### config.mk
export PLATFORM = sky130hd
export DESIGN_NAME = access_decode_flat
export DESIGN_NICKNAME = d
export VERILOG_FILES = /design/src/mem_map_pkg.sv /design/src/mem_access_pkg.sv /design/src/data_port_if.sv /design/src/access_decode.sv /design/src/flat_wrapper.sv
export SDC_FILE = /design/constraint.sdc
export NUM_CORES = 1
export LEC_CHECK = 0
export BUFFER_PORTS_ARGS = -buffer_cell sky130_fd_sc_hd__buf_2
export CORE_MARGIN = 2
export CORE_UTILIZATION = 32
export DETAILED_ROUTE_END_ITERATION = 7
export GPL_TIMING_DRIVEN = 0
export PLACE_DENSITY = 0.89
export REMOVE_ABC_BUFFERS = 1
export SLEW_MARGIN = 20
export SYNTH_ARGS = -nofsm -noshare
export SYNTH_HDL_FRONTEND = slang
export SYNTH_SLANG_ARGS = --single-unit
### constraint.sdc
create_clock -name vclk -period 3.12
set_input_delay 0.312 -clock vclk [all_inputs]
set_output_delay 0.312 -clock vclk [all_outputs]
set_load 0.02 [all_outputs]
### src/mem_map_pkg.sv
`default_nettype none

package mem_map_pkg;

    //////////////////////////////////////////////////
    // Widths
    //////////////////////////////////////////////////
    localparam int ADDR_W    = 32;   // Byte address
    localparam int WORD_W    = 32;   // Data word
    localparam int LANE_W    = 8;    // One byte lane
    localparam int NUM_LANES = 4;    // Lanes per word

    // Start of memory mapped I/O, never backed by RAM
    localparam logic [ADDR_W-1:0] IO_BASE = 32'h1100_0000;

    //////////////////////////////////////////////////
    // Types
    //////////////////////////////////////////////////
    typedef logic [ADDR_W-1:0]    addr_t;
    typedef logic [WORD_W-1:0]    word_t;
    typedef logic [NUM_LANES-1:0] lane_en_t;   // One bit per byte lane

endpackage

`default_nettype wire

### src/mem_access_pkg.sv
`default_nettype none

package mem_access_pkg;

    typedef enum logic [1:0] {
        SIZE_BYTE,   // lb / lbu / sb
        SIZE_HALF,   // lh / lhu / sh
        SIZE_WORD    // lw / sw
    } access_size_t;

    typedef enum logic [1:0] {
        REGION_RAM,  // Backed by the word array
        REGION_IO,   // At or above IO_BASE
        REGION_BAD   // Misaligned or past end of RAM
    } region_t;

    // Lowest lane touched by an access
    // Halves sit on lane 0 or 2 only
    function automatic logic [1:0] lane_base(access_size_t size, logic [1:0] offset);
        case (size)
            SIZE_BYTE: lane_base = offset;
            SIZE_HALF: lane_base = {offset[1], 1'b0};
            default:   lane_base = 2'b00;
        endcase
    endfunction

    function automatic logic misaligned(access_size_t size, logic [1:0] offset);
        case (size)
            SIZE_BYTE: misaligned = 1'b0;
            SIZE_HALF: misaligned = offset[0];           // Odd half offset
            SIZE_WORD: misaligned = (offset != 2'b00);
            default:   misaligned = 1'b1;                // Unused size code
        endcase
    endfunction

endpackage

`default_nettype wire

### src/data_port_if.sv
`default_nettype none

interface data_port_if #(
    parameter int RAM_AW = 10
);
    import mem_map_pkg::*;
    import mem_access_pkg::*;

    // Latched request fields, from the sequencer
    addr_t        op_addr;
    access_size_t op_size;
    logic         op_sign;      // Sign extend on load
    word_t        op_wdata;
    logic         op_store;     // 1 store, 0 load
    logic         strobe;       // One cycle, performs the access

    // Decode results
    logic [RAM_AW-1:0] word_idx;
    lane_en_t          lane_en;
    word_t             lane_wdata;
    region_t           region;

    word_t rdata;   // Registered RAM read

    modport seq (
        output op_addr, op_size, op_sign, op_wdata, op_store, strobe,
        input  region
    );

    modport decode (
        input  op_addr, op_size, op_wdata,
        output word_idx, lane_en, lane_wdata, region
    );

    modport ram (
        input  strobe, op_store, word_idx, lane_en, lane_wdata,
        output rdata
    );

    modport ret (
        input strobe, op_store, op_addr, op_size, op_sign, region, rdata
    );

endinterface

`default_nettype wire

### src/access_decode.sv
`default_nettype none

module access_decode #(
    parameter int RAM_AW = 10
) (
    data_port_if.decode dp
);
    import mem_map_pkg::*;
    import mem_access_pkg::*;

    logic [1:0] offset;          // Byte within word
    logic       in_io;
    logic       out_of_range;    // Above last RAM word
    lane_en_t   size_mask;

    assign offset       = dp.op_addr[1:0];
    assign in_io        = (dp.op_addr >= IO_BASE);
    assign out_of_range = (dp.op_addr[ADDR_W-1:RAM_AW+2] != '0);
    assign dp.word_idx  = dp.op_addr[RAM_AW+1:2];

    // I/O checked first, no alignment rule there
    always_comb begin
        if (in_io)
            dp.region = REGION_IO;
        else if (out_of_range || misaligned(dp.op_size, offset))
            dp.region = REGION_BAD;
        else
            dp.region = REGION_RAM;
    end

    //////////////////////////////////////////////////
    // Lane enables and store data
    //////////////////////////////////////////////////
    always_comb begin
        case (dp.op_size)
            SIZE_BYTE: size_mask = 4'b0001;
            SIZE_HALF: size_mask = 4'b0011;
            SIZE_WORD: size_mask = 4'b1111;
            default:   size_mask = 4'b0000;
        endcase
    end

    // RAM sees no lanes outside its region
    assign dp.lane_en = (dp.region == REGION_RAM) ?
                        lane_en_t'(size_mask << lane_base(dp.op_size, offset)) : '0;

    always_comb begin
        case (dp.op_size)
            SIZE_BYTE: dp.lane_wdata = {NUM_LANES{dp.op_wdata[LANE_W-1:0]}};      // Every lane
            SIZE_HALF: dp.lane_wdata = {(NUM_LANES/2){dp.op_wdata[2*LANE_W-1:0]}};
            default:   dp.lane_wdata = dp.op_wdata;
        endcase
    end

endmodule

`default_nettype wire

### src/flat_wrapper.sv
// flat-port wrapper written by rule: the top's interface ports become plain ports
module access_decode_flat import mem_map_pkg::*; import mem_access_pkg::*;
#(
    parameter int RAM_AW = 10
)
  (dp_op_addr, dp_op_size, dp_op_wdata, dp_word_idx, dp_lane_en, dp_lane_wdata, dp_region);
  data_port_if #(.RAM_AW(RAM_AW)) dp_i ();
  input wire logic [$bits(dp_i.op_addr)-1:0] dp_op_addr;
  input wire logic [$bits(dp_i.op_size)-1:0] dp_op_size;
  input wire logic [$bits(dp_i.op_wdata)-1:0] dp_op_wdata;
  output wire logic [$bits(dp_i.word_idx)-1:0] dp_word_idx;
  output wire logic [$bits(dp_i.lane_en)-1:0] dp_lane_en;
  output wire logic [$bits(dp_i.lane_wdata)-1:0] dp_lane_wdata;
  output wire logic [$bits(dp_i.region)-1:0] dp_region;
  assign dp_i.op_addr = dp_op_addr;
  assign dp_i.op_size = dp_op_size;
  assign dp_i.op_wdata = dp_op_wdata;
  assign dp_word_idx = dp_i.word_idx;
  assign dp_lane_en = dp_i.lane_en;
  assign dp_lane_wdata = dp_i.lane_wdata;
  assign dp_region = dp_i.region;
  access_decode #(.RAM_AW(RAM_AW)) u_core (.dp(dp_i));
endmodule
* Word-level counts from Yosys, hierarchy flattened
Index checks and enable logic that the tools add are counted.
** Word-level totals
- Flip-flop bits (word level) :: 0
- Bits of input ports :: 66
- Output and inout port bits :: 48
- Word-level logic and storage cells :: 17
** Operators by class
- $lt $le $gt $ge :: 1
- Equal/unequal tests :: 2
- Shifts and indexed selects :: 1
- Mux-type cells :: 8
- Reductions and logical operators :: 5
** Operators with widths (number)
- 32-bit case mux with 2 select lines :: 1
- 32-bit by 29-bit greater-or-equal comparator with 1-bit output (second input constant) :: 1
- 20-bit nonzero test :: 1
- 4-bit case mux with 3 select lines :: 1
- 2-bit logical NOT :: 2
- 2-bit 2-to-1 mux :: 2
- 4-bit 2-to-1 mux :: 1
- 2-bit case mux with 2 select lines :: 1
- 4-bit by 2-bit << shifter with 4-bit output :: 1
- 1-bit case mux with 3 select lines :: 1
- 2-bit by 1-bit == test with 1-bit output (second input constant) :: 1
- 2-bit == test (second input constant) :: 1
- 2-bit nonzero test :: 1
- 1-bit logical OR :: 1
- 1-bit 2-to-1 mux :: 1

* Depth between registers and ports, before layout
- Depth in word-level cells :: 8
- Depth in mapped cells :: 6
- Mapped depth without buffers :: 6

* Worst setup path after synthesis
No wires, ideal clock.
- Path kind :: input port to output port
- Start point :: in dp_op_size[1]
- End point :: out dp_lane_en[3]
- Data arrival time :: 1438 ps
- Required time :: 2808 ps
- Setup slack :: 1370 ps
- Stages on the path :: 6
- Path buffers :: 0
- Cells stage by stage :: inv_1 -> ha_1 -> a211oi_1 -> nand2_1 -> nor3_4 -> nor2b_1
** Between the ends
- Word-level cells in the longest chain between the ends :: 8
- Elaborated cells between the ends (all ways) :: 13
- Classes of those cells :: eq/ne: 2; shift: 1; mux: 7; reduce/logical: 3
** Ends and longest elaborated chain
- from (decl) :: RTL line flat_wrapper.sv:9 : input wire logic [$bits(dp_i.op_size)-1:0] dp_op_size;
- 2-bit == test, or another cell as far along :: RTL line mem_access_pkg.sv:28, access_decode.sv:35
- 1-bit case mux with 3 select lines :: RTL line mem_access_pkg.sv:28 : case (size)
- 1-bit 2-to-1 mux :: RTL line access_decode.sv:23 : if (in_io)
- 1-bit logical OR :: RTL line access_decode.sv:25 : else if (out_of_range || misaligned(dp.op_size, offset))
- 2-bit 2-to-1 mux :: RTL line access_decode.sv:25
- 2-bit 2-to-1 mux :: RTL line access_decode.sv:23
- 2-bit logical NOT :: RTL line access_decode.sv:44 : assign dp.lane_en = (dp.region == REGION_RAM) ?
- 4-bit 2-to-1 mux * :: RTL line access_decode.sv:44
- to (decl) :: RTL line flat_wrapper.sv:12 : output wire logic [$bits(dp_i.lane_en)-1:0] dp_lane_en;
Every way passes the cells marked *; elsewhere a longest branch is shown, timed or not. The select of a mux whose other input is x is not followed.

* Worst setup path in the final report
- Start point :: in dp_op_size[0]
- End point :: out dp_lane_wdata[18]
** Between the ends
- Word-level cells in the longest chain between the ends :: 2
- Elaborated cells between the ends (all ways) :: 3
- Classes of those cells :: eq/ne: 1; mux: 1; reduce/logical: 1
** Ends and longest elaborated chain
- 2-bit by 1-bit == test with 1-bit output or 2-bit logical NOT (tied branches) :: RTL line access_decode.sv:48 : case (dp.op_size)
- 32-bit case mux with 2 select lines * :: RTL line access_decode.sv:48
- to (decl) :: RTL line flat_wrapper.sv:13 : output wire logic [$bits(dp_i.lane_wdata)-1:0] dp_lane_wdata;
Every way passes the cells marked *; elsewhere a longest branch is shown, timed or not.

==> impl_metrics.tcl <==
set metrics [dict create \
    status "finished clean" \
    cts_hold_buf 0 \
    syn-cell-area_sq_um 715.7 \
    dr.first_iter.drc_count 10 \
    start_util_pct 32.99 \
    synth.avg_cell_area_sq_um 7.157 \
    grt_antenna_before_repair 0 \
    worst_hold_path_type "input pin to output pin" \
    max_cap_viol_count 0 \
    seqCellArea_sq_um 0 \
    finalCritPeriodShare_pct 79.24 \
    post_synth_most_frequent_cells "buf_4 (19), nand2_1 (18), a22o_1 (8), a22oi_1 (8), mux2_2 (8)" \
    finalMaxSlewViolations 0 \
    gp_congestion 0.6930 \
    placed_cell_area_sq_um 1049 \
    static_leak_nw 0.6335 \
    routed_wire_length_per_instance_um 11.63 \
    critical_path.startpoint_type "input pin" \
    post_synth_inst_count 100 \
    first_global_vias 787 \
    synth_warnings 0 \
    drt_pre_antenna_iters 4 \
    post-route-min-period_ns 2.472 \
    max_clock_freq_mhz 404.5 \
    floorplan.rows 17 \
    insertedDiodeCount 0 \
    finalPower_mw 0.1813 \
    numSequentialCells 0 \
    first_pass_grt_wire_length_um 3194 \
    synth_largest_area_cell "buf_4" \
    final-instance-count-excl-fill 198 \
    cts_resized 0 \
    biggest_area_contributors_in_the_synthesized_netlist "buf_4 (20%), mux2_2 (13%), a22o_1 (9.8%)" \
    share_of_post_route_cells_with_drive_strength_above_1_pct 62.94 \
    worstPathRequired_ns 2.81 \
    clock_buf_count 0 \
    floorplan.die.width_um 51.29 \
    route.detailed.drc 0 \
    synth_cell_types 28 \
    floorplan.die_area_sq_um 2631 \
    via_per_inst 4.914 \
    totalNegativeSetupSlack_ns 0 \
    via_count 973 \
    top_level_ports 114 \
    finalSetupViolations 0 \
    vdd_ir_drop_max_uv 76.40 \
    post-route-cell-area_sq_um 1049 \
    flow.area_growth_from_synthesis_pct 46.50 \
    routed_antenna_nets 0 \
    globalRoute.totalOverflow 0 \
    final_net_count 242 \
    timing_worst_slew_pin_value_ns 0.7626 \
    total_wirelength_um 2302 \
    critical_path.endpoint_type "output pin" \
    grt_max_degree 25 \
    seq_area_frac_synth_pct 0 \
    grt_setup_unrepaired "false" \
    critical_path.max_fanout 24 \
    die_height_um 51.29 \
    fin_util_pct 48.33 \
    placedCellCount 198 \
    grt_use_total_pct 14.60 \
    finalHoldViolCount 0 \
    power_density_normalized_to_cell_area_nw_per_um2 172.9 \
    cp.arrival_ns 2.16 \
    timing.slew.headroom_pct 49.16 \
    post-synth-top-area-fraction_pct 19.93 \
    detailedPlacementHpwl_um 1892 \
    placement.io_buffers 94 \
    timing.setup.critical_path_class "input pin to output pin" \
    post-cts-setup-buffers 0 \
    floorplan.core_area_sq_um 2170 \
    most_common_cell_in_the_netlist "buf_4" \
]
-- path summary, 6_finish.rpt --
check                       from           endpoint  slack, ns  cells past startpoint
hold / removal    dp_op_addr[10]     dp_word_idx[8]       0.62                      0
setup / recovery   dp_op_size[0]  dp_lane_wdata[18]       0.65                      6
-- cell type report --
cell class / count / area, sq um
fill: 237 / 1121
multi-input combinational: 73 / 531.8
timing repair buffer: 94 / 470.5
tap: 28 / 35.03
inverter: 3 / 11.26
-- layer usage --
layer  vias up  part of all wire (%)  track usage [%]
li1        486                     -                -
met1       422                    39            15.96
met2        65                    47            26.84
met3         0                    14            6.140
met4         0                     0            1.754
met5         -                     0                0
-- worst max-delay path, stage by stage --
cell and delay (ns):
buf_2 0.10, inv_1 0.06, ha_1 0.46, nor2_2 0.66
mux2_2 0.41, buf_2 0.16
-- power by group --
| group | switching, mW | total [mW] | leakage (nW) | internal, mW |
|---|---|---|---|---|
| Sequential | 0 | 0 | 0 | 0 |
| Clock | 0 | 0 | 0 | 0 |
| Combinational | 0.104 | 0.181 | 0.633 | 0.0778 |
-- cells in the final DEF (no fill, tap or decap), types with 2 or more instances in the layout --
cell type   n
nand2b_1    2
inv_1       3
a21oi_1     3
buf_2      94
nor2b_1     2
nand2_1    18
mux2_2      8
nor4_2      2
o21ai_0     3
a22o_1      8
a22oi_1     8
ha_1        4
nor4_1      2
and3_1      2
-- kinds of logic after synthesis --
family / share of synthesized area, %
simple gates: 27.79
buf+inv: 25.70
compound gates: 25.53
mux: 13.99
fa+ha+maj: 6.993
-- metrics by stage --
step,hold WS (ns),setup slack [ns]
after floorplan,0.6240,1.130
after global placement,0.6242,0.6226
after detailed placement,0.6242,0.6008
after CTS,0.6242,0.6096
after global routing,0.6241,0.5001
final,0.6242,0.6476
Power figures use the tool's default switching activity.
