## src/mem_map_pkg.sv

```systemverilog
`default_nettype none

package mem_map_pkg;

    //////////////////////////////////////////////////
    // Widths
    //////////////////////////////////////////////////
    localparam int ADDR_W    = 32;   // Byte address
    localparam int WORD_W    = 32;   // Data word
    localparam int LANE_W    = 8;    // One byte lane
    localparam int NUM_LANES = 4;    // Lanes per word

    // Start of memory mapped I/O, never backed by RAM
    localparam logic [ADDR_W-1:0] IO_BASE = 32'h1100_0000;

    //////////////////////////////////////////////////
    // Types
    //////////////////////////////////////////////////
    typedef logic [ADDR_W-1:0]    addr_t;
    typedef logic [WORD_W-1:0]    word_t;
    typedef logic [NUM_LANES-1:0] lane_en_t;   // One bit per byte lane

endpackage

`default_nettype wire

```

## src/mem_access_pkg.sv

```systemverilog
`default_nettype none

package mem_access_pkg;

    typedef enum logic [1:0] {
        SIZE_BYTE,   // lb / lbu / sb
        SIZE_HALF,   // lh / lhu / sh
        SIZE_WORD    // lw / sw
    } access_size_t;

    typedef enum logic [1:0] {
        REGION_RAM,  // Backed by the word array
        REGION_IO,   // At or above IO_BASE
        REGION_BAD   // Misaligned or past end of RAM
    } region_t;

    // Lowest lane touched by an access
    // Halves sit on lane 0 or 2 only
    function automatic logic [1:0] lane_base(access_size_t size, logic [1:0] offset);
        case (size)
            SIZE_BYTE: lane_base = offset;
            SIZE_HALF: lane_base = {offset[1], 1'b0};
            default:   lane_base = 2'b00;
        endcase
    endfunction

    function automatic logic misaligned(access_size_t size, logic [1:0] offset);
        case (size)
            SIZE_BYTE: misaligned = 1'b0;
            SIZE_HALF: misaligned = offset[0];           // Odd half offset
            SIZE_WORD: misaligned = (offset != 2'b00);
            default:   misaligned = 1'b1;                // Unused size code
        endcase
    endfunction

endpackage

`default_nettype wire

```

## src/data_port_if.sv

```systemverilog
`default_nettype none

interface data_port_if #(
    parameter int RAM_AW = 10
);
    import mem_map_pkg::*;
    import mem_access_pkg::*;

    // Latched request fields, from the sequencer
    addr_t        op_addr;
    access_size_t op_size;
    logic         op_sign;      // Sign extend on load
    word_t        op_wdata;
    logic         op_store;     // 1 store, 0 load
    logic         strobe;       // One cycle, performs the access

    // Decode results
    logic [RAM_AW-1:0] word_idx;
    lane_en_t          lane_en;
    word_t             lane_wdata;
    region_t           region;

    word_t rdata;   // Registered RAM read

    modport seq (
        output op_addr, op_size, op_sign, op_wdata, op_store, strobe,
        input  region
    );

    modport decode (
        input  op_addr, op_size, op_wdata,
        output word_idx, lane_en, lane_wdata, region
    );

    modport ram (
        input  strobe, op_store, word_idx, lane_en, lane_wdata,
        output rdata
    );

    modport ret (
        input strobe, op_store, op_addr, op_size, op_sign, region, rdata
    );

endinterface

`default_nettype wire

```

## src/load_return.sv

```systemverilog
`default_nettype none

module load_return (
    input  wire logic               MEM_CLK,
    input  wire logic               rst_n,
    input  wire mem_map_pkg::word_t io_in,
    output mem_map_pkg::word_t      ld_data,
    data_port_if.ret                dp
);
    import mem_map_pkg::*;
    import mem_access_pkg::*;

    logic                ld_strobe;
    region_t             region_q;    // Region of last load
    access_size_t        size_q;
    logic                sign_q;
    logic [1:0]          base_q;      // Lowest lane of last load
    word_t               io_sample;
    word_t               src_word;
    logic [LANE_W-1:0]   byte_sel;
    logic [2*LANE_W-1:0] half_sel;

    assign ld_strobe = dp.strobe && !dp.op_store;

    // Reads zero until the first load
    always_ff @(posedge MEM_CLK) begin
        if (!rst_n)
            region_q <= REGION_BAD;
        else if (ld_strobe)
            region_q <= dp.region;
    end

    // Latched with the RAM read, held to next load
    always_ff @(posedge MEM_CLK) begin
        if (ld_strobe) begin
            size_q <= dp.op_size;
            sign_q <= dp.op_sign;
            base_q <= lane_base(dp.op_size, dp.op_addr[1:0]);
            if (dp.region == REGION_IO)
                io_sample <= io_in;
        end
    end

    //////////////////////////////////////////////////
    // Slice and extend
    //////////////////////////////////////////////////
    assign src_word = (region_q == REGION_IO) ? io_sample : dp.rdata;
    assign byte_sel = src_word[base_q*LANE_W +: LANE_W];
    assign half_sel = src_word[base_q[1]*2*LANE_W +: 2*LANE_W];   // Lane 0 or 2

    always_comb begin
        if (region_q == REGION_BAD) begin
            ld_data = '0;
        end else begin
            case (size_q)
                SIZE_BYTE: ld_data = {{(WORD_W-LANE_W){sign_q && byte_sel[LANE_W-1]}}, byte_sel};
                SIZE_HALF: ld_data = {{(WORD_W-2*LANE_W){sign_q && half_sel[2*LANE_W-1]}},
                                      half_sel};
                default:   ld_data = src_word;
            endcase
        end
    end

endmodule

`default_nettype wire

```

## src/flat_wrapper.sv

```systemverilog
// flat-port wrapper written by rule: the top's interface ports become plain ports
module load_return_flat import mem_map_pkg::*; import mem_access_pkg::*;
  (MEM_CLK, rst_n, io_in, ld_data, dp_strobe, dp_op_store, dp_op_addr, dp_op_size, dp_op_sign, dp_region, dp_rdata);
  data_port_if dp_i ();
  input  wire logic MEM_CLK;
  input  wire logic rst_n;
  input  wire mem_map_pkg::word_t io_in;
  output mem_map_pkg::word_t ld_data;
  input wire logic [$bits(dp_i.strobe)-1:0] dp_strobe;
  input wire logic [$bits(dp_i.op_store)-1:0] dp_op_store;
  input wire logic [$bits(dp_i.op_addr)-1:0] dp_op_addr;
  input wire logic [$bits(dp_i.op_size)-1:0] dp_op_size;
  input wire logic [$bits(dp_i.op_sign)-1:0] dp_op_sign;
  input wire logic [$bits(dp_i.region)-1:0] dp_region;
  input wire logic [$bits(dp_i.rdata)-1:0] dp_rdata;
  assign dp_i.strobe = dp_strobe;
  assign dp_i.op_store = dp_op_store;
  assign dp_i.op_addr = dp_op_addr;
  assign dp_i.op_size = dp_op_size;
  assign dp_i.op_sign = dp_op_sign;
  assign dp_i.region = dp_region;
  assign dp_i.rdata = dp_rdata;
  load_return u_core (.MEM_CLK(MEM_CLK), .rst_n(rst_n), .io_in(io_in), .ld_data(ld_data), .dp(dp_i));
endmodule
```

## config.mk

```make
export PLATFORM = sky130hd
export DESIGN_NAME = load_return_flat
export DESIGN_NICKNAME = d
export VERILOG_FILES = /design/src/mem_map_pkg.sv /design/src/mem_access_pkg.sv /design/src/data_port_if.sv /design/src/load_return.sv /design/src/flat_wrapper.sv
export SDC_FILE = /design/constraint.sdc
export NUM_CORES = 1
export LEC_CHECK = 0
export BUFFER_PORTS_ARGS = -buffer_cell sky130_fd_sc_hd__buf_2
export CORE_UTILIZATION = 50
export CTS_CLUSTER_DIAMETER = 50
export DETAILED_ROUTE_END_ITERATION = 6
export PLACE_DENSITY_LB_ADDON = 0.1
export REMOVE_ABC_BUFFERS = 1
export SETUP_SLACK_MARGIN = 0.1
export SYNTH_ARGS = -nofsm -noshare
export SYNTH_HDL_FRONTEND = slang
export SYNTH_SLANG_ARGS = --single-unit
```

## constraint.sdc

```tcl
create_clock -name MEM_CLK -period 3.25 [get_ports MEM_CLK]
set_input_delay 0.325 -clock MEM_CLK [delete_from_list [all_inputs] [get_ports MEM_CLK]]
set_output_delay 0.325 -clock MEM_CLK [all_outputs]
set_load 0.01 [all_outputs]
```

Yosys cells after proc, flatten, opt, wreduce, memory -nomap -nowiden
Cells that the tools add are included.

storage, ports and cells
  register bits after elaboration = 39
  input port bits = 105
  output and inout bits = 32
  word-level logic and storage cells = 23

operators by class
  equal/unequal tests = 5
  shift-type cells = 2
  multiplexer cells = 4
  reduce and logical (&&, ||, !) cells = 7

operators with widths
  kind                                                              count
  32-bit two-way mux                                                2
  32-bit case mux with 2 select lines                               1
  32-bit by 6-bit indexed part select with 16-bit output            1
  32-bit by 6-bit indexed part select with 8-bit output             1
  2-bit by 1-bit == test with 1-bit output (second input constant)  4
  2-bit zero test                                                   2
  2-bit case mux with 2 select lines                                1
  1-bit logical AND                                                 3
  2-bit == test (second input constant)                             1
  2-bit AND reduction                                               1
  1-bit zero test                                                   1

Longest topological paths before layout
Gate-level depths: netlist of the first run.

  depth in word-level cells = 6
  mapped depth = 10
  depth with buffers taken out = 5

Least setup slack after synthesis of the first run
No wires, ideal clock.

  path type = input to register
  from = in dp_strobe
  to = reg u_core.io_sample[0] (enable)
  setup time = 0.392 ns
  data arrival time = 1.710 ns
  data required time = 2.858 ns
  slack = 1.147 ns
  cell stages on the path = 2
  path buffers = 0
  cells stage by stage = nor2b_1 and3b_1

on the way
  word-level cells in the longest chain between the ends = 2

RTL lines
  item                                  line               RTL
  start: declaration                    flat_wrapper.sv:9  input wire logic [$bits(dp_i.strobe)-1:0] dp_strobe;
  1-bit logical AND                     load_return.sv:23  assign ld_strobe = dp.strobe && !dp.op_store;
  2-bit AND reduction (no source line)  n/a
  end signal: assignment                load_return.sv:40  io_sample <= io_in;
  end: declaration                      load_return.sv:18  word_t io_sample;

Every way passes these cells.
A chain may end at the register's enable or synchronous reset.

Worst setup path after layout of the first run
  from = reg u_core.region_q[0]
  to = out ld_data[16]

on the way
  word-level cells in the longest chain between the ends = 6
  elaborated cells between the ends (all ways) = 9
  those cells by class = eq/ne: 2; shift: 2; mux: 3; reduce/logical: 2

RTL lines
  item                                                                                                                                    line                                  RTL
  start: declaration                                                                                                                      load_return.sv:14                     region_t region_q;
  start signal: assignment                                                                                                                load_return.sv:30                     region_q <= dp.region;
  2-bit by 1-bit == test with 1-bit output                                                                                                load_return.sv:47                     assign src_word = (region_q == REGION_IO) ? io_sample : dp.rdata;
  32-bit two-way mux                                                                                                                      load_return.sv:47
  32-bit by 6-bit indexed part select with 16-bit output / 32-bit by 6-bit indexed part select with 8-bit output (equally long branches)  load_return.sv:49, load_return.sv:48
  1-bit logical AND, on equally long branches                                                                                             load_return.sv:57, load_return.sv:56
  32-bit case mux with 2 select lines                                                                                                     load_return.sv:55                     case (size_q)
  32-bit two-way mux (*)                                                                                                                  load_return.sv:52                     if (region_q == REGION_BAD) begin
  end: declaration                                                                                                                        flat_wrapper.sv:8                     output mem_map_pkg::word_t ld_data;

Every way passes the cells marked *; elsewhere a longest branch is shown, timed or not.

==> results of run 1 <==
## final timing paths
kind | endpoint | start | cells past startpoint | slack [ns]
setup / recovery | ld_data[16] | u_core.region_q[0]$_SDFFE_PN0P_ | 7 | 0.37
hold / removal | u_core.io_sample[7]$_DFFE_PP_ | io_in[7] | 1 | 0.20
setup reg to reg | u_core.region_q[1]$_SDFFE_PN1P_ | u_core.region_q[1]$_SDFFE_PN1P_ | 3 | 1.65
hold reg to reg | u_core.region_q[0]$_SDFFE_PN0P_ | u_core.region_q[0]$_SDFFE_PN0P_ | 3 | 0.81
## metal layers
metal,routed length [um],GRT usage,part of all wire
met5,0,0,0
met3,570,0.0322,0.073
met2,3970,0.451,0.51
met4,121,0.120,0.015
met1,3190,0.320,0.41
## where the power goes
part           total [mW]  internal (mW)  switching, mW
Combinational       0.317          0.147          0.171
Clock               0.427          0.249          0.178
Sequential          0.584          0.570         0.0144
## Yosys cell counts, drive strengths merged, types with 2 or more instances
master	count	share of area
a21oi	31	0.052
buf	12	0.035
clkbuf	12	0.015
dfxtp	2	0.013
edfxtp	37	0.37
inv	16	0.020
mux2	2	0.010
mux2i	23	0.082
mux4	14	0.11
nand2	38	0.048
nand2b	14	0.032
nor2	11	0.014
nor2b	4	0.011
o21a	8	0.020
o21ai	31	0.065
o221ai	7	0.021
o22a	7	0.021
o22ai	9	0.019
## per-stage QoR
stage	area [um2]	power [mW]	setup WS, ns
2_1_floorplan	2820	0.782	0.552
3_3_place_gp	3520	0.902	0.774
3_5_place_dp	3520	0.910	0.755
4_1_cts	3630	1.33	0.418
5_1_grt	3630	1.38	0.294
6_report	3630	1.33	0.375
## cell type report
class | instances | area (um2)
Fill cell | 484 | 1970
Multi-Input combinational cell | 211 | 1610
Sequential cell | 39 | 1150
Timing Repair Buffer | 116 | 606
Tap cell | 72 | 90.1
Clock buffer | 6 | 82.6
Inverter | 17 | 63.8
Clock inverter | 2 | 35.0
## flip-flops by register name, summed over array words and instances, names as in the netlist
name	count
u_core.sign_q	1
u_core.base_q	2
u_core.io_sample	32
u_core.size_q	2
u_core.region_q	2
## logic make-up (layout without fill, tap and decap cells)
logic type	count (synthesis)	in the layout	synth area share
AO/OA/AOI/OAI	98	98	0.222
flip-flops	39	39	0.388
multiplexers	39	39	0.198
buffers and inverters	41	141	0.0716
AND/OR/NAND/NOR	74	74	0.121
## worst max-delay path, delay by kind of cell (launching register included)
family                 cells  cell delay, ns
AO/OA/AOI/OAI              2            0.62
multiplexers               2            0.55
buffers and inverters      2            0.49
flip-flops                 1            0.38
AND/OR/NAND/NOR            1            0.21
==> flow_summary.toml, run 1 <==
[die]
die_y_um = 79.1
start_util = 0.529
die_w_um = 79.1
io-pin-count = 137
die_area_um2 = 6250
row_count = 27
core_area_um2 = 5610

[grt]
antenna_found_initial = 0
grt-ovfl-total = 0
grt_pass1_wl_um = 12200
grt_usage = 0.259
grt_pass1_vias = 2644
grt_max_degree = 46

[timing]
hold_ws_ns = 0.200
max-slew-margin-rel = 0.511
fmax_mhz = 348
fin_crit_sh = 0.885
setup_viol = 0
tns_ns = 0
hold_violations = 0
fin_crit_ns = 2.88
drv_slew = 0
rsz0062_at_grt = "false"
fin_skew_ns = 0
worst_pin_slew_ns = 0.732

[critical_path]
path_max_fanout = 19
path_class = "reg2out"
crit_arrival_ns = 2.55
end_kind = "output pin"
critical_path.cell_chain = "buf_4, nor2b_4, mux2_4, mux2i_4, a31oi_4, o21ai_0, buf_2"
slowest_stage = "dfxtp_1"
cp.required_ns = 2.92
slowest_delay_ns = 0.38
start_kind = "flop"

[final_layout]
layout-drive-gt1-share = 0.396
antenna_cells = 0
utilization = 0.648
area_growth_pct = 22.4
final_common_cell = "buf_2"
instances_no_fill = 463
fin_nets = 495
final_cell_mix = "buf_2 (106), nand2_1 (38), edfxtp_1 (37), a21oi_1 (31), mux2i_1 (22)"

[cts]
numCtsBuffers = 5
ctsHoldBuffers = 0
cts_tree = "done"
clk_latency_ns = 0.29
ctsResizeCount = 0
clock_sinks = 39
htreeDepth = 2
cts_buffer_depth = 2
clk_pin_slew_worst_paths_ns = 0.08
clockRootBuffer = "clkbuf_8"
cts_setup_buffers = 0

[synthesis]
synth_area_per_cell_um2 = 10.2
synth_edf_count = 37
yosysSeqAreaShare = 0.388
synth_area_um2 = 2970
synth.distinct_cells = 39
ys.flop_type = "edfxtp_1"
ys_async_sr_fraction = 0
synth_cells = 291
ys.warnings.count = 0
synth_seq_cells = 39

[power_and_ir_drop]
p_leak_nw = 1.64
ir_drop_uv = 246
power_density_nw_per_um2 = 366

[flow_run]
drv_cap = 0

[route]
routed_via_density = 5.89
via_count = 2727
drc = 0
ant_nets = 0
first_pass_iters = 6
drtIter0Drc = 190
drt_wl_total_um = 7850
wl_per_cell_um = 17.0

[placed_design]
port_buffers = 106
dp_cells = 455
routabilityCongestion = 0.801
dp_hpwl_um = 5420

[worst_hold_path]
min_path_type = "in2reg"

[outcome]
status = "complete, no violations"
No activity file was read; power rests on OpenSTA's default activity.
==> inputs of run 2 (changes only) <==
--- a/config.mk
+++ b/config.mk
@@ -6,7 +6,7 @@
 export NUM_CORES = 1
 export LEC_CHECK = 0
 export BUFFER_PORTS_ARGS = -buffer_cell sky130_fd_sc_hd__buf_2
-export CORE_UTILIZATION = 50
+export CORE_UTILIZATION = 51
 export CTS_CLUSTER_DIAMETER = 50
 export DETAILED_ROUTE_END_ITERATION = 6
 export PLACE_DENSITY_LB_ADDON = 0.1
==> flow_summary.toml, run 2 (synthesis gave the netlist of run 1 again) <==
[worst_hold_path]
hp-start = "io_in[18]"
min_path_type = "in2reg"
whs_path_depth = 1
min_to = "u_core.io_sample[18]$_DFFE_PP_"

[timing]
fin_crit_sh = 0.861
hold_violations = 0
worst_pin_slew_ns = 0.890
max-slew-margin-rel = 0.407
fmax_mhz = 357
fin_crit_ns = 2.80
setup_viol = 0
drv_slew = 0
rsz0062_at_grt = "false"
tns_ns = 0
fin_skew_ns = 0
hold_ws_ns = 0.199
worst_slack_ns = 0.450

[outcome]
status = "complete, no violations"

[route]
drc = 0
via_count = 2674
ant_nets = 0
wl_per_cell_um = 16.6
drt_wl_total_um = 7700
drtIter0Drc = 162
routed_via_density = 5.75
first_pass_iters = 4

[critical_path]
path_max_fanout = 26
crit-reg2reg-capture = "u_core.region_q[1]$_SDFFE_PN1P_"
cp.required_ns = 2.92
end_kind = "output pin"
crit_arrival_ns = 2.47
start_kind = "flop"
r2r_slack_ns = 1.61
reg2reg_from = "u_core.region_q[1]$_SDFFE_PN1P_"
path_class = "reg2out"
reg2reg_depth = 3

[power_and_ir_drop]
total_power_mw = 1.33
ir_drop_uv = 255
p_leak_nw = 1.65
power_density_nw_per_um2 = 363

[final_layout]
final_common_cell = "buf_2"
n_fill_cell = 487
antenna_cells = 0
regMostFlops = "u_core.io_sample"
layout-drive-gt1-share = 0.399
largest_register_ffs = 32
fin_nets = 497
area_growth_pct = 22.9
final_cell_mix = "buf_2 (106), nand2_1 (38), edfxtp_1 (37), a21oi_1 (31), mux2i_1 (22)"
instances_no_fill = 465

[cts]
ctsResizeCount = 0
htreeDepth = 2
clock_sinks = 39
cts_setup_buffers = 0
clk_pin_slew_worst_paths_ns = 0.08
clockRootBuffer = "clkbuf_8"
cts_tree = "done"
cts_buffer_depth = 2
clk_latency_ns = 0.29
numCtsBuffers = 5
ctsHoldBuffers = 0

[placed_design]
port_buffers = 106
dp_cells = 457
routabilityCongestion = 0.802
dp_hpwl_um = 5520
preCtsSetupSlack_ns = 0.779

[die]
die_area_um2 = 6130
start_util = 0.533
row_count = 27
die_w_um = 78.3
core_area_um2 = 5570
die_y_um = 78.3
io-pin-count = 137

[grt]
grt_pass1_wl_um = 12200
grt_pass1_vias = 2564
grt_max_degree = 30
grt-ovfl-total = 0
antenna_found_initial = 0
grt_usage = 0.261

[flow_run]
drv_cap = 0
## run 2: changes by cell type in the layout (fill, tap and decap cells not counted)
cell / change
buf_4: +2
## run 2: worst max path at each step
stage / depth (start not counted) / end / startpoint / slack (ns)
global placement: 6 / ld_data[16] / u_core.region_q[1]$_SDFFE_PN1P_ / 0.78
floorplan: 5 / ld_data[16] / u_core.region_q[1]$_SDFFE_PN1P_ / 0.55
finish: 5 / ld_data[16] / u_core.size_q[1]$_DFFE_PP_ / 0.45
CTS: 6 / ld_data[16] / u_core.region_q[1]$_SDFFE_PN1P_ / 0.44
detailed placement: 7 / ld_data[3] / u_core.region_q[1]$_SDFFE_PN1P_ / 0.78
global route: 6 / ld_data[18] / u_core.region_q[1]$_SDFFE_PN1P_ / 0.30
## run 2: metal layers
| metal | global-route usage | wire length, um | vias up |
|---|---|---|---|
| li1 | - | - | 1288 |
| met2 | 0.454 | 3980 | 108 |
| met1 | 0.336 | 3170 | 1269 |
| met4 | 0.0833 | 78 | 0 |
| met3 | 0.0384 | 472 | 9 |
| met5 | 0 | 0 | - |
## run 2: layout make-up
cell class / instances / area, um2 / share of cell area
timing repair buffer: 118 / 621 / 0.170
sequential: 39 / 1150 / 0.315
clock inverter: 2 / 35.0 / 0.00960
clock buffer: 6 / 82.6 / 0.0226
inverter: 17 / 63.8 / 0.0175
tap: 72 / 90.1 / 0.0247
multi-input combinational: 211 / 1610 / 0.440
## run 2: stage by stage
stage	utilization	area, um2
detailed placement	0.633	3530
global placement	0.633	3530
floorplan	-	2820
CTS	0.655	3650
finish	0.655	3650
global route	0.655	3650
## run 2: power breakdown
| group | switching [mW] | internal [mW] |
|---|---|---|
| Sequential | 0.0205 | 0.570 |
| Clock | 0.175 | 0.249 |
| Combinational | 0.163 | 0.148 |
## run 2: critical path, stage by stage, from the launching register on
cell      delay, ns
edfxtp_1       0.94
nor2_1         0.09
o21a_1         0.22
a31oi_4        0.58
o21ai_0        0.18
buf_2          0.18
