==> src/wait_state_timer.sv <==
`default_nettype none

module wait_state_timer #(
    parameter int WAIT_STATES = 2
) (
    input  wire logic MEM_CLK,
    input  wire logic rst_n,
    input  wire logic start,
    output logic      done    // One cycle at zero
);

    localparam int CNT_W = (WAIT_STATES > 0) ? $clog2(WAIT_STATES + 1) : 1;

    logic [CNT_W-1:0] count;
    logic             busy;

    always_ff @(posedge MEM_CLK) begin
        if (!rst_n) begin
            busy  <= 1'b0;
            count <= '0;
        end else if (start) begin
            busy  <= 1'b1;
            count <= CNT_W'(WAIT_STATES);   // Reload
        end else if (busy) begin
            if (count == '0)
                busy <= 1'b0;               // done seen, stop
            else
                count <= count - 1'b1;
        end
    end

    assign done = busy && (count == '0);

endmodule

`default_nettype wire

==> config.mk <==
export PLATFORM = sky130hd
export DESIGN_NAME = wait_state_timer
export DESIGN_NICKNAME = d
export VERILOG_FILES = /design/src/wait_state_timer.sv
export SDC_FILE = /design/constraint.sdc
export NUM_CORES = 1
export LEC_CHECK = 0
export BUFFER_PORTS_ARGS = -buffer_cell sky130_fd_sc_hd__buf_4
export CAP_MARGIN = 20
export CORE_AREA = 2 2 39 41
export CTS_BUF_LIST = sky130_fd_sc_hd__clkbuf_2 sky130_fd_sc_hd__clkbuf_4 sky130_fd_sc_hd__clkbuf_8
export CTS_CLUSTER_DIAMETER = 200
export DETAILED_ROUTE_END_ITERATION = 10
export DIE_AREA = 0 0 41 43
export PLACE_DENSITY = 0.3
export SYNTH_ARGS = -nofsm -noshare
export SYNTH_HDL_FRONTEND = slang
export SYNTH_SLANG_ARGS = --single-unit
==> constraint.sdc <==
create_clock -name MEM_CLK -period 2.1 [get_ports MEM_CLK]
set_clock_uncertainty 0.1 [all_clocks]
set_input_delay 0.105 -clock MEM_CLK [delete_from_list [all_inputs] [get_ports MEM_CLK]]
set_output_delay 0.105 -clock MEM_CLK [all_outputs]
set_load 0.01 [all_outputs]
* Word-level counts from Yosys, hierarchy flattened *
Index checks and enable logic that the tools add are counted.

storage, ports and cells
  output and inout port bits = 1
  register bits after elaboration = 3

operators by class
  equality and inequality tests = 1
  reduce and logical (&&, ||, !) cells = 6
  $add $sub $neg = 1
  mux-type cells = 6
  bitwise operators = 2

operator list
  cell                 number
  $mux 2               3
  $reduce_and 2->1     2
  $mux 1               3
  $logic_not 2->1      1
  $ne 2x2->1 const B   1
  $not 1->1            2
  $reduce_bool 2->1    1
  $reduce_or 2->1      1
  $sub 2x1->2 const B  1
  $logic_and 1x1->1    1

* Logic depth before layout (Yosys ltp) *
Gate-level depths: netlist of run 1.

  word-level depth = 4
  depth in mapped cells = 3

* Least setup slack after synthesis of run 1 *
No wires, ideal clock.

  path kind = reg-to-reg
  start point = register count[0]
  end point = register count[0]
  setup time = 72 ps
  slack = 1,144 ps
  stages on the path, launching flop included = 3
  arrival = 784 ps
  cell sequence = dfxtp_1 -> mux2_2 -> nor3b_2

on the way
  word-level cells in the longest chain between the ends = 3

ends and longest elaborated chain
  element                                              line  RTL
  start, declared                                      14    logic [CNT_W-1:0] count;
  start signal, assigned                               23    count <= CNT_W'(WAIT_STATES);
  start signal, assigned                               28    count <= count - 1'b1;
  branches (longest 3 deep; another with $sub 2x1->2)  --

Several ways; the timed one is not identified.
A chain may end at the register's enable or synchronous reset.

* Worst setup path after layout of run 1 *
  start point = register count[0]
  end point = output port done

on the way
  word-level cells in the longest chain between the ends = 2

ends and longest elaborated chain
  element            line  RTL
  $logic_not 2->1    32    assign done = busy && (count == '0);
  $logic_and 1x1->1  32
  end, declared      9     output logic done

No other way between the ends.

==> flow_summary.ini, run 1 <==
[floorplan]
chipWidth_um = 41
floorplan.core_area_um2 = 1380
die_height_um = 43
std_cell_rows = 14
initial_util = 0.0895
io_pins = 4
die-area_um2 = 1760

[timing]
finalCritPeriodShare = 0.528
final_max_slew_viol_count = 0
worst_slew_margin_rel = 0.919
worstMarginPinSlew_ns = 0.122
max_clock_freq_mhz = 902
setup-tns-final_ns = 0
hold_viol_final = 0
rsz0062_at_grt = false
final_period_demand_of_the_worst_path_ns = 1.11
timing.final.setup_violations = 0

[cts]
cts_tree = yes
clkSlewWorstSetupHoldPaths_ns = 0.04
worstSkewPairLatency_ns = 0.23
cts_max_level = 1
cts_inserted_buffers = 3
cts_root_buffer = sky130_fd_sc_hd__clkbuf_4
max-clock-path-buffers = 2
clock_sinks = 3

[logic_synthesis]
synth_commonest_cells = sky130_fd_sc_hd__dfxtp_1, sky130_fd_sc_hd__o21a_1
post-synth-top-count-cell = sky130_fd_sc_hd__dfxtp_1
ys_warn_count = 0
syn_inst = 12
synth-edff-count = 0
syn-cell-area_um2 = 124
synthDistinctLibCells = 9
synthesized_flop_and_latch_total = 3
synth_top_area_frac = 0.485
postSynthNetCount = 15
ys_seq_area_frac = 0.485
post_synth_main_area_contributors = sky130_fd_sc_hd__dfxtp_1, sky130_fd_sc_hd__o21a_1, sky130_fd_sc_hd__nor3b_2
syn_area_per_cell_um2 = 10.3
postSynth.asyncResetShare = 0
synth_flop_cell = sky130_fd_sc_hd__dfxtp_1
synth_top_area_cell = sky130_fd_sc_hd__dfxtp_1

[setup_path]
critPathTopFamily = flip-flops
slowest_delay_ns = 0.31
crit_path_end_kind = output port
critPathBufInv = 1
critical_path.slowest_cell = sky130_fd_sc_hd__dfxtp_1
critical_path.max_fanout = 3
worst-endpoint-required_ns = 1.89
ws_path_type = reg2out
timing.critical_path.from_type = flip-flop
worst-endpoint-arrival_ns = 0.90
crit_path_cell_trace = nand2b_1, nor2_1, buf_4

[layout]
n_antenna_cell = 0
num-fill-cells = 163
final_layout_size_suffix_gt1_frac = 0.429
final_area_um2 = 216
final_net_count = 25
syn_to_final_growth_pct = 74.7

[route]
finalWirelength_um = 252
dr_total_vias = 112
post-route-drc-count = 0
drt_iter0_drc = 0
drt_pre_antenna_iters = 1
average_wire_length_per_cell_after_detail_routing_um = 6.81
vias_per_cell = 3.03
route.antenna.remaining_nets = 0

[pwr]
power.ir.vdd_worst_mv = 0.228
power.density_nw_per_um2 = 887
seq_power_share = 0.328
share_comb_of_total_power = 0.087
switching_share = 0.193
internal_power_uw = 155
design_power_total_uw = 192
proportion_of_power_drawn_by_the_clock_network = 0.586
switch_pwr_uw = 37.1
total_leakage_power_uw = 0.0000850

[place]
placed_area_um2 = 166
gpl.final_weighted_congestion = 0.638
placement.io_buffers = 3
dp_hpwl_um = 173

[global_routing]
largest_net_degree_at_the_start_of_global_routing = 5
grt_pass1_vias = 117
antenna_found_initial = 0
grtUsageTotal = 0.0361
globalRoute.totalOverflow = 0
global_route_wire_length_before_repair_um = 379

[status]
outcome = finished clean

[min_path]
hold_class = reg2reg

[run]
cap_violations = 0
-- path summary, 6_finish.rpt --
| path | start | end | cells past startpoint | slack (ns) |
|---|---|---|---|---|
| worst max-delay path | count[0]$_SDFFE_PP0P_ | done | 3 | 0.99 |
| worst min-delay path | count[1]$_SDFFE_PN0P_ | count[1]$_SDFFE_PN0P_ | 2 | 0.46 |
| worst max register to register | count[0]$_SDFFE_PP0P_ | count[0]$_SDFFE_PP0P_ | 2 | 1.10 |
| worst min register to register | count[1]$_SDFFE_PN0P_ | count[1]$_SDFFE_PN0P_ | 2 | 0.46 |
-- worst reg2reg max path, delay by kind of cell, from the launching register on --
| kind | cells | cell delay [ns] |
|---|---|---|
| flops | 1 | 0.34 |
| simple gates | 1 | 0.14 |
| mux | 1 | 0.34 |
-- cell families (layout without fill, tap and decap cells) --
group                  after synthesis  after routing  synth area share
AO/OA/AOI/OAI                        3              3             0.162
multiplexers                         1              1            0.0909
flip-flops                           3              3             0.485
AND/OR/NAND/NOR                      5              5             0.263
buffers and inverters                0              9                 0
-- layout make-up --
type                       instances  area, um^2  area share
clock buffer                       4        30.0       0.139
timing repair buffer               5        42.5       0.197
multi-input combinational          9        63.8       0.295
sequential                         3        60.1       0.277
tap                               16        20.0      0.0925
-- flip-flops by register name, indices dropped and copies added, names as in the netlist --
name and count:
count 2, busy 1
-- per-stage QoR --
| step | util | hold slack (ns) | std cells | setup WS (ns) |
|---|---|---|---|---|
| 2_1_floorplan | - | 0.0745 | 12 | 1.14 |
| 3_3_place_gp | 0.120 | 0.195 | 31 | 1.10 |
| 6_report | 0.156 | 0.461 | 37 | 0.991 |
| 5_1_grt | 0.156 | 0.491 | 37 | 0.933 |
| 3_5_place_dp | 0.120 | 0.194 | 31 | 1.10 |
| 4_1_cts | 0.156 | 0.476 | 37 | 0.970 |
-- per-layer routing --
layer | track usage | vias to the layer above | part of all wire
met5 | 0 | - | 0
li1 | - | 59 | -
met1 | 0.0353 | 51 | 0.41
met4 | 0.0600 | 0 | 0
met2 | 0.0375 | 2 | 0.49
met3 | 0.0209 | 0 | 0.095
-- power groups by stage --
stage / combinational [uW] / clock [uW] / sequential, uW
floorplan: 7.19 / 0 / 63.3
global placement: 14.0 / 0 / 64.0
detailed placement: 13.9 / 0 / 63.8
CTS: 17.1 / 119 / 62.9
global route: 18.2 / 119 / 63.4
finish: 16.6 / 113 / 62.9
-- layout by cell type, fill, tap and decap left out --
cell type / n
sky130_fd_sc_hd__a21oi_1: 1
sky130_fd_sc_hd__buf_4: 3
sky130_fd_sc_hd__clkbuf_4: 4
sky130_fd_sc_hd__dfxtp_1: 3
sky130_fd_sc_hd__dlygate4sd3_1: 2
sky130_fd_sc_hd__mux2_2: 1
sky130_fd_sc_hd__nand2_1: 1
sky130_fd_sc_hd__nand2b_1: 1
sky130_fd_sc_hd__nor2_1: 1
sky130_fd_sc_hd__nor2b_1: 1
sky130_fd_sc_hd__nor3b_2: 1
sky130_fd_sc_hd__o21a_1: 2
-- timing repair --
action                    in CTS  in global routing
hold buffers                   2                  0
buffers inserted               0                  0
resized for setup              0                  0
hold endpoints to repair       2                  0
Power figures use the tool's default switching activity.
==> run 2, diff against run 1 <==
clock period = 1.2 ns   (was 2.1 ns; I/O delays follow)
==> flow_summary.ini, run 2 (synthesis results as in run 1) <==
[pwr]
design_power_total_uw = 338
total_leakage_power_uw = 0.0000850
switching_share = 0.196
share_comb_of_total_power = 0.085
internal_power_uw = 271
power.ir.vdd_worst_mv = 0.467
seq_power_share = 0.327
proportion_of_power_drawn_by_the_clock_network = 0.588
switch_pwr_uw = 66.3
power.density_nw_per_um2 = 1560

[setup_path]
critPathTopFamily = flip-flops
crit_path_end_kind = output port
slowest_delay_ns = 0.31
rr_startpoint = count[1]$_SDFFE_PN0P_
rr_worst_depth = 3
critical_path.slowest_cell = sky130_fd_sc_hd__dfxtp_1
reg_to_reg_critical_path_endpoint = count[0]$_SDFFE_PP0P_
critPathBufInv = 1
worst-endpoint-arrival_ns = 0.90
worst-endpoint-required_ns = 1.04
timing.critical_path.from_type = flip-flop
rrSetupSlack_ns = 0.19
ws_path_type = reg2out
crit_path_cell_trace = nand2b_1, nor2_1, buf_4
critical_path.max_fanout = 3

[min_path]
hold_class = reg2reg
min_delay_worst_endpoint = count[1]$_SDFFE_PN0P_
holdPathStages = 2
worst_hold_startpoint = count[1]$_SDFFE_PN0P_

[layout]
syn_to_final_growth_pct = 74.7
layout.cells.most_common_list = sky130_fd_sc_hd__clkbuf_4, sky130_fd_sc_hd__dfxtp_1, sky130_fd_sc_hd__buf_4, sky130_fd_sc_hd__o21a_1, sky130_fd_sc_hd__dlygate4sd3_1
largest_register = count
finalCoreUtilization = 0.156
final_layout_size_suffix_gt1_frac = 0.429
reg_top3 = count (2), busy (1)
max_ffs_per_register = 2
final_net_count = 25
layout.cells.most_common = sky130_fd_sc_hd__clkbuf_4
n_antenna_cell = 0

[cts]
cts_root_buffer = sky130_fd_sc_hd__clkbuf_4
cts_setup_buffers = 0
clkSlewWorstSetupHoldPaths_ns = 0.04
post_cts_resize_count = 0
post_cts_hold_buffer_count = 2
clock_sinks = 3
cts_max_level = 1
cts_inserted_buffers = 3
max-clock-path-buffers = 2
worstSkewPairLatency_ns = 0.23
cts_tree = yes

[place]
placement.io_buffers = 3
gpl.final_weighted_congestion = 0.671
setup_slack_after_placement_ns = 0.185

[status]
outcome = finished clean

[floorplan]
initial_util = 0.0895
std_cell_rows = 14
die-area_um2 = 1760
floorplan.core_area_um2 = 1380
io_pins = 4
die_height_um = 43
chipWidth_um = 41

[timing]
worst_slew_margin_rel = 0.911
finalCritPeriodShare = 0.887
setup-tns-final_ns = 0
setup_slack_ns = 0.136
worstMarginPinSlew_ns = 0.134
max_clock_freq_mhz = 940
rsz0062_at_grt = false
timing.final.setup_violations = 0
hold_viol_final = 0
final_max_slew_viol_count = 0
holdWs_ns = 0.461
final_period_demand_of_the_worst_path_ns = 1.06

[route]
finalWirelength_um = 232
dr_total_vias = 108
drt_pre_antenna_iters = 1
vias_per_cell = 2.92
route.antenna.remaining_nets = 0
post-route-drc-count = 0
drt_iter0_drc = 0
average_wire_length_per_cell_after_detail_routing_um = 6.27

[global_routing]
grtUsageTotal = 0.0411
largest_net_degree_at_the_start_of_global_routing = 5
grt_pass1_vias = 122
antenna_found_initial = 0
globalRoute.totalOverflow = 0
global_route_wire_length_before_repair_um = 414

[run]
cap_violations = 0
[run 2: cell counts in the layout (fill, tap and decap cells not counted)]
Identical to the previous run, type by type.
[run 2: how the worst max path moves through the flow]
stage / depth (start not counted) / from / to / slack, ns
finish: 3 / count[0]$_SDFFE_PP0P_ / done / 0.14
global route: 3 / count[0]$_SDFFE_PP0P_ / done / 0.06
CTS: 3 / count[0]$_SDFFE_PP0P_ / done / 0.11
detailed placement: 3 / count[1]$_SDFFE_PN0P_ / count[0]$_SDFFE_PP0P_ / 0.19
global placement: 3 / count[1]$_SDFFE_PN0P_ / count[0]$_SDFFE_PP0P_ / 0.20
floorplan: 2 / count[0]$_SDFFE_PP0P_ / count[0]$_SDFFE_PP0P_ / 0.24
[run 2: power groups by stage]
stage                     clock network, uW  registers [uW]  logic [uW]
after floorplan                           0             111        12.6
after global placement                    0             112        23.9
after detailed placement                  0             112        24.1
after CTS                               213             110        29.5
after global routing                    214             111        32.1
final                                   199             110        28.7
[run 2: tightest hold or removal path, cell delays in order (launching register included)]
cell                      delay [ns]
sky130_fd_sc_hd__dfxtp_1        0.33
sky130_fd_sc_hd__a21oi_1        0.13
sky130_fd_sc_hd__nor2b_1        0.05
[run 2: area by class of cell]
cell class	instances	area, um^2
Fill cell	161	1170
Clock buffer	4	30.0
Timing Repair Buffer	5	42.5
Sequential cell	3	60.1
Tap cell	16	20.0
Multi-Input combinational cell	9	63.8
[run 2: per-layer routing]
layer	GRT usage	wire [um]
met1	0.0385	97
met5	0	0
met2	0.0406	112
met3	0.0366	22
met4	0.0600	0
[run 2: through the flow]
stage	cell area (um^2)	instances
2_1_floorplan	124	12
3_3_place_gp	166	31
3_5_place_dp	166	31
4_1_cts	216	37
5_1_grt	216	37
6_report	216	37
==> run 3, diff against run 2 <==
ABC_AREA = 1   (was not set)
==> flow_summary.ini, run 3 <==
[setup_path]
critical_path.max_fanout = 2
worst-endpoint-arrival_ns = 0.86
worst-endpoint-required_ns = 1.04
timing.critical_path.from_type = flip-flop
crit_path_end_kind = output port
ws_path_type = reg2out

[layout]
final_area_um2 = 204
ff_latch_area_um2 = 60.1
n_antenna_cell = 0
layout.cells.most_common_list = sky130_fd_sc_hd__nand2_1, sky130_fd_sc_hd__inv_1, sky130_fd_sc_hd__clkbuf_4, sky130_fd_sc_hd__dfxtp_1, sky130_fd_sc_hd__buf_4
final_net_count = 29
finalCoreUtilization = 0.147
multiInputGateArea_um2 = 46.3
final_cell_count_no_fill = 41
reg_top3 = count (2), busy (1)
syn_to_final_growth_pct = 68.0
max_ffs_per_register = 2
largest_register = count
layout.cells.most_common = sky130_fd_sc_hd__nand2_1
num-fill-cells = 169
final_layout_size_suffix_gt1_frac = 0.320

[timing]
finalCritPeriodShare = 0.852
worst_slew_margin_rel = 0.920
setup-tns-final_ns = 0
final_period_demand_of_the_worst_path_ns = 1.02
timing.final.setup_violations = 0
rsz0062_at_grt = false
final_max_slew_viol_count = 0
worstMarginPinSlew_ns = 0.120
max_clock_freq_mhz = 978
setup_slack_ns = 0.177
hold_viol_final = 0

[logic_synthesis]
postSynthNetCount = 20
post-synth-top-count-cell = sky130_fd_sc_hd__nand2_1
postSynth.asyncResetShare = 0
synth_commonest_cells = sky130_fd_sc_hd__nand2_1, sky130_fd_sc_hd__inv_1, sky130_fd_sc_hd__dfxtp_1
syn-cell-area_um2 = 121
syn_area_per_cell_um2 = 7.14
synthesized_flop_and_latch_total = 3
syn_inst = 17
synth_flop_cell = sky130_fd_sc_hd__dfxtp_1
ys_seq_area_frac = 0.495
synthesized_area_fraction_occupied_by_adder_cells = 0
synth_top_family_by_area = simple AND/OR/NAND/NOR gates
synth-compound-area-share = 0.113
synth_simple_gate_area_share = 0.268
synth_top_area_frac = 0.495
synth_xor_xnor_area_share = 0
synth-edff-count = 0
mux_cell_area_share_after_synthesis = 0
synth_top_area_cell = sky130_fd_sc_hd__dfxtp_1
synthDistinctLibCells = 7
post_synth_main_area_contributors = sky130_fd_sc_hd__dfxtp_1, sky130_fd_sc_hd__nand2_1, sky130_fd_sc_hd__inv_1
ys_warn_count = 0

[cts]
cts_inserted_buffers = 3
worstSkewPairLatency_ns = 0.23
cts_root_buffer = sky130_fd_sc_hd__clkbuf_4
max-clock-path-buffers = 2
cts_max_level = 1
clock_sinks = 3
cts_tree = yes
clkSlewWorstSetupHoldPaths_ns = 0.04
post_cts_resize_count = 0

[floorplan]
floorplan.core_area_um2 = 1380
io_pins = 4
std_cell_rows = 14
die-area_um2 = 1760
initial_util = 0.0877
die_height_um = 43
chipWidth_um = 41

[global_routing]
largest_net_degree_at_the_start_of_global_routing = 4
top_usage_layer_grt = met4
grtUsageTotal = 0.0310
grt_use_met3 = 0
global_route.usage.met2 = 0.0406
gr-usage-met1 = 0.0287
globalRoute.totalOverflow = 0
antenna_found_initial = 0
grt_pass1_vias = 101
global_route_wire_length_before_repair_um = 324

[run]
cap_violations = 0

[pwr]
share_comb_of_total_power = 0.079
switch_pwr_uw = 69.1
proportion_of_power_drawn_by_the_clock_network = 0.596
internal_power_uw = 268
seq_power_share = 0.325
switching_share = 0.205
power.density_nw_per_um2 = 1650
total_leakage_power_uw = 0.0000991
power.ir.vdd_worst_mv = 0.216

[place]
gpl.final_weighted_congestion = 0.556
numPlacedInstances = 36
placement.io_buffers = 3
dp_hpwl_um = 179
setup_slack_after_placement_ns = 0.415
placed_area_um2 = 164

[route]
drt_iter0_drc = 2
average_wire_length_per_cell_after_detail_routing_um = 5.39
vias_per_cell = 2.95
post-route-drc-count = 0
finalWirelength_um = 221
drt_pre_antenna_iters = 4
dr_total_vias = 121
route.antenna.remaining_nets = 0

[status]
outcome = finished clean

[min_path]
hold_class = in2reg
-- run 3: area by class of cell --
class | count | share of cell area
well taps | 16 | 0.0982
repair buffers | 4 | 0.160
clock buffers | 4 | 0.147
inverters | 4 | 0.0736
flip-flops and latches | 3 | 0.294
multi-input cells | 10 | 0.227
-- run 3: worst paths after layout --
| path | startpoint | end | slack, ns | depth (start not counted) |
|---|---|---|---|---|
| min | start | count[1]$_SDFFE_PN0P_ | 0.03 | 3 |
| max | count[0]$_SDFFE_PP0P_ | done | 0.18 | 4 |
| max reg2reg | count[0]$_SDFFE_PP0P_ | count[1]$_SDFFE_PN0P_ | 0.44 | 4 |
| min reg2reg | count[0]$_SDFFE_PP0P_ | count[0]$_SDFFE_PP0P_ | 0.36 | 2 |
-- run 3: power by group through the flow --
stage | logic [uW] | clock network, uW | registers (uW)
2_1_floorplan | 14.0 | 0 | 110
3_3_place_gp | 24.5 | 0 | 111
3_5_place_dp | 24.8 | 0 | 111
4_1_cts | 27.3 | 209 | 109
5_1_grt | 29.6 | 216 | 109
6_report | 26.7 | 201 | 109
-- run 3: kinds of logic after synthesis --
kind of cell	Yosys count
AOI/OAI and AO/OA	2
buffers and inverters	4
and+or+nand+nor	8
DFF	3
-- run 3: repair_timing --
| item | 4_1_cts | 5_1_grt |
|---|---|---|
| hold buffers | 1 | 0 |
| setup endpoints to repair | 0 | 0 |
| hold endpoints to repair | 3 | 0 |
| setup buffers | 0 | 0 |
-- run 3: metal layers --
layer / share of wire / vias up
met5: 0 / -
met4: 0.077 / 0
met3: 0.059 / 2
met2: 0.49 / 4
met1: 0.37 / 49
li1: - / 66
-- run 3: worst max-delay path, stage by stage, from the launching register on --
cell                      delay, ns
sky130_fd_sc_hd__dfxtp_1       0.30
sky130_fd_sc_hd__inv_1         0.06
sky130_fd_sc_hd__nand2_1       0.06
sky130_fd_sc_hd__nor2_1        0.09
sky130_fd_sc_hd__buf_4         0.12
-- run 3: through the flow --
| stage | hold WS (ns) | total power (uW) |
|---|---|---|
| floorplan | 0.0576 | 124 |
| global placement | 0.165 | 135 |
| detailed placement | 0.168 | 136 |
| CTS | 0.0230 | 345 |
| global route | 0.0376 | 355 |
| finish | 0.0262 | 337 |
